==> config.mk <==
export PLATFORM = sky130hd
export DESIGN_NAME = l2_cache_lru
export DESIGN_NICKNAME = d
export VERILOG_FILES = /design/src/design/l2_req_pkg.sv /design/src/design/l2_tag_pkg.sv /design/src/design/l2_cache_lru.sv
export VERILOG_INCLUDE_DIRS = /design/src /design/src/design
export SDC_FILE = /design/constraint.sdc
export NUM_CORES = 1
export LEC_CHECK = 0
export BUFFER_PORTS_ARGS = -buffer_cell sky130_fd_sc_hd__buf_2
export CAP_MARGIN = 20
export CORE_UTILIZATION = 30
export DETAILED_ROUTE_END_ITERATION = 10
export GPL_TIMING_DRIVEN = 0
export MAX_ROUTING_LAYER = met4
export SYNTH_ARGS = -nofsm -noshare
export SYNTH_HDL_FRONTEND = slang
export SYNTH_SLANG_ARGS = --single-unit
==> constraint.sdc <==
create_clock -name clk -period 2.5 [get_ports clk]
set_input_delay 0.375 -clock clk [delete_from_list [all_inputs] [get_ports clk]]
set_output_delay 0.375 -clock clk [all_outputs]
set_load 0.01 [all_outputs]
==> src/design/l2_params.svh <==
// ##########################################################
// L2 cache geometry
// way count, set count and field widths of the tag pipeline
// ##########################################################

`ifndef L2_PARAMS_SVH
`define L2_PARAMS_SVH

`define L2_NUM_WAYS 4
`define L2_SET_INDEX_WIDTH 6
`define L2_NUM_SETS (1 << `L2_SET_INDEX_WIDTH)
`define L2_ADDR_WIDTH 26 // line address, no byte offset
`define L2_TAG_WIDTH (`L2_ADDR_WIDTH - `L2_SET_INDEX_WIDTH)
`define L2_LINE_WIDTH 512
`define L2_MASK_WIDTH 64

`endif

==> src/design/l2_req_pkg.sv <==
// ##########################################################
// L2 request types
// fields of a core or restarted request entering the pipe
// ##########################################################

`default_nettype none

`include "l2_params.svh"

package l2_req_pkg;

	typedef logic [1:0] l2_unit_t;
	typedef logic [1:0] l2_strand_t;
	typedef logic [2:0] l2_op_t; // passed along untouched
	typedef logic [$clog2(`L2_NUM_WAYS)-1:0] l2_way_t;
	typedef logic [`L2_ADDR_WIDTH-1:0] l2_addr_t;
	typedef logic [`L2_LINE_WIDTH-1:0] l2_line_t;
	typedef logic [`L2_MASK_WIDTH-1:0] l2_mask_t;

	// one request as it travels down the stages
	typedef struct packed {
		l2_unit_t unit;
		l2_strand_t strand;
		l2_op_t op;
		l2_addr_t address;
		l2_line_t data;
		l2_mask_t mask;
	} l2_req_t;

endpackage

`default_nettype wire

==> src/design/l2_tag_pkg.sv <==
// ##########################################################
// L2 tag lookup types
// tag and set fields, lookup result and pipeline response
// ##########################################################

`default_nettype none

`include "l2_params.svh"

package l2_tag_pkg;

	import l2_req_pkg::*;

	typedef logic [`L2_TAG_WIDTH-1:0] l2_tag_t;
	typedef logic [`L2_SET_INDEX_WIDTH-1:0] l2_set_t;

	// all ways of one set
	typedef struct packed {
		l2_tag_t [`L2_NUM_WAYS-1:0] tags;
		logic [`L2_NUM_WAYS-1:0] valid;
	} l2_lookup_t;

	typedef struct packed {
		l2_req_t req;
		logic has_sm_data;
		logic hit;
		l2_way_t way; // hit, fill or victim way
		l2_line_t fill_line;
	} l2_resp_t;

	function automatic l2_set_t addr_set(input l2_addr_t addr);
		return addr[`L2_SET_INDEX_WIDTH-1:0];
	endfunction

	function automatic l2_tag_t addr_tag(input l2_addr_t addr);
		return addr[`L2_ADDR_WIDTH-1:`L2_SET_INDEX_WIDTH];
	endfunction

endpackage

`default_nettype wire

==> src/design/l2_cache_lru.sv <==
// ##########################################################
// L2 pseudo-LRU
// three tree bits per set, read toward the oldest way
// ##########################################################

`default_nettype none
`timescale 1ns/1ps

`include "l2_params.svh"

module l2_cache_lru
(
	input wire clk,
	input wire rst,
	input wire l2_tag_pkg::l2_set_t set_index,
	output l2_req_pkg::l2_way_t lru_way,
	input wire update,
	input wire l2_tag_pkg::l2_set_t update_set,
	input wire l2_req_pkg::l2_way_t mru_way
);

	// bit0 selects the pair, bit1 ways 0/1, bit2 ways 2/3
	logic [2:0] lru_bits [`L2_NUM_SETS];
	logic [2:0] cur_bits;

	assign cur_bits = lru_bits[set_index];
	assign lru_way = cur_bits[0] ? {1'b1, cur_bits[2]} : {1'b0, cur_bits[1]};

	always_ff @(posedge clk)
	begin
		if (rst)
		begin
			for (int s = 0; s < `L2_NUM_SETS; s++)
				lru_bits[s] <= '0;
		end
		else if (update)
		begin
			// point the path away from the way just used
			lru_bits[update_set][0] <= ~mru_way[1];
			if (mru_way[1])
				lru_bits[update_set][2] <= ~mru_way[0];
			else
				lru_bits[update_set][1] <= ~mru_way[0];
		end
	end

endmodule

`default_nettype wire

==> metrics.csv <==
metric;value;unit
ant_nets;0;
wl_per_cell;22.66;um
max_slew.worst_pin.slew;1.114;ns
cp-start-kind;flop;
drt_iter0_drc;856;
numCtsBuffers;17;
synth-edff-count;192;
peakVddDrop;376.6;uV
final_cells;1348;
yosysWarnings;0;
gr-total-overflow;0;
ys_seq_area_share;56.59;%
io_buffers;13;
cp.required;2.12;ns
ys_seq_elements;192;
finish.instance_area;0.01150;mm^2
viasPerCell;5.350;
p_leak;3.887;nW
grt_pass1_wl;45.33;mm
core-area;0.03345;mm^2
worst_slack;-0.4163;ns
place_area;0.01086;mm^2
syn2layout_area_growth;12.89;%
gr-usage-all-layers;19.12;%
maxCapViolations;0;
p_per_area;625.5;mW/mm^2
cts_sinks;192;
die_y;186.3;um
n_antenna_cell;0;
max_slew_margin;25.14;%
cp.arrival;2.54;ns
hp-class;input pin to flop;
place_congestion;0.8984;
period_minus_slack;2.916;ns
synth_area_leaders;edfxtp_1, mux4_2, nor2_1;
synth_cell_types;33;
largest_reg_flops;192;
reg_top3;lru_bits x192;
clkTransAtPathRegs;0.07;ns
place_hpwl;21.54;mm
cts_tree;built;
critPathLaunch;lru_bits[15][2]$_SDFFCE_PN0P_;
initial_core_util;30.46;%
die_area;0.03470;mm^2
fmax;0.3429;GHz
synth_nets;871;
power;7.195;mW
regMostFlops;lru_bits;
avgSynthCellArea;11.93;um^2
synth-async-reset-ratio;0;%
grt_pass1_vias;7061;
outcome;finished, violations left;
nNetsFinal;906;
setup_violations;2;
htreeDepth;4;
slew_violations;0;
synth_common_cells;nor2_1, edfxtp_1, clkbuf_1;
end_kind;output pin;
violations;setup timing;
dp_cells;1317;
grt_setup_unrepaired;true;
fin_hold_ws;0.5862;ns
utilization;34.39;%
drtPass1Iterations;5;
post-route-drc-count;0;
criticalPathCategory;flop to output pin;
whs_path_depth;4;
synth.most_common_cell;nor2_1;
rows;67;
synth_ff_type;edfxtp_1;
die_w;186.3;um
synth_top_area_cell;edfxtp_1;
netlist_area;0.01019;mm^2
drive_above_1_share;27.67;%
postSynthCellCount;854;
synth_top_area_share;56.59;%
antenna_found_initial;0;
clockBufferDepth;2;
ioPinCount;19;
hold_violations;0;
path_max_fanout;1;
grt_max_degree;17;
vias;7212;
whs_endpoint;lru_bits[7][2]$_SDFFCE_PN0P_;
wirelength;30.55;mm
hold_path.startpoint;update_set[4];
finalCritPeriodShare;116.7;%
ctsRootBufferMaster;clkbuf_16;
[power by group]
group | internal (mW) | switching, mW | leakage [nW]
clock network | 1.35 | 1.24 | 0.252
logic | 0.368 | 0.496 | 1.81
registers | 3.69 | 0.0488 | 1.82
total | 5.41 | 1.78 | 3.89
[critical path: stages, from the launching register on]
cell	delay [ns]
edfxtp_1	0.38
mux4_1	0.54
mux4_2	0.50
a22oi_1	0.18
o21ai_1	0.09
mux2_4	0.29
buf_6	0.12
[metrics by stage]
step | worst slack [ns] | setup TNS (ns)
6_report | -0.4163 | -0.6207
5_1_grt | -0.4816 | -0.9196
4_1_cts | -0.4319 | -0.6631
3_5_place_dp | -0.9766 | -53.71
3_3_place_gp | -1.006 | -72.37
2_1_floorplan | 0.005145 | 0
[cell families (layout without fill, tap and decap cells)]
family                 count (synthesis)  after routing  synth area share [%]
multiplexers                          77             77                 13.68
AO/OA/AOI/OAI                         76             76                 6.361
flip-flops                           192            192                 56.59
AND/OR/NAND/NOR                      420            420                 19.56
buffers and inverters                 89            135                 3.807
[metal layers]
metal / track usage (%) / share of wire, %
met4: 6.885 / 2.7
met3: 3.407 / 8.5
met2: 30.37 / 48
met1: 24.47 / 41
met5: - / 0
[layout by cell type (no fill, tap or decap), drive strengths merged, types with 3 or more instances in the layout]
cell type,netlist,routed
nor2,196,196
edfxtp,192,192
clkbuf,73,93
nand2b,66,66
nand2,65,65
or2,65,65
a31o,64,64
mux4,49,49
buf,13,27
mux2i,26,26
nor2b,9,9
clkinv,0,8
and3,5,5
a221oi,4,4
inv,3,4
nor3,4,4
nor3b,3,3
o21ai,3,3
nor4,3,3
[final cells by class]
| type | instances | area (um^2) |
|---|---|---|
| clock inverters | 12 | 96.34 |
| fillers | 3265 | 21950 |
| repair buffers | 16 | 101.3 |
| plain buffers | 86 | 452.9 |
| well taps | 448 | 560.5 |
| inverters | 3 | 11.26 |
| multi-input cells | 573 | 4085 |
| clock buffers | 18 | 429.2 |
| flip-flops and latches | 192 | 5766 |
[worst max-delay path by stage]
stage                             to  slack [ns]
after floorplan           lru_way[0]       0.005
after global placement    lru_way[0]       -1.01
after detailed placement  lru_way[0]       -0.98
after CTS                 lru_way[0]       -0.43
after global routing      lru_way[0]       -0.48
final                     lru_way[0]       -0.42
[timing repair]
item,in CTS,in global routing
endpoints found under the setup margin,43,14
hold buffers,0,0
resized for setup,24,14
cloned,0,0
pin swaps,2,1
buffers inserted,1,0
hold endpoints to repair,0,0
No activity file was read; power rests on OpenSTA's default activity.
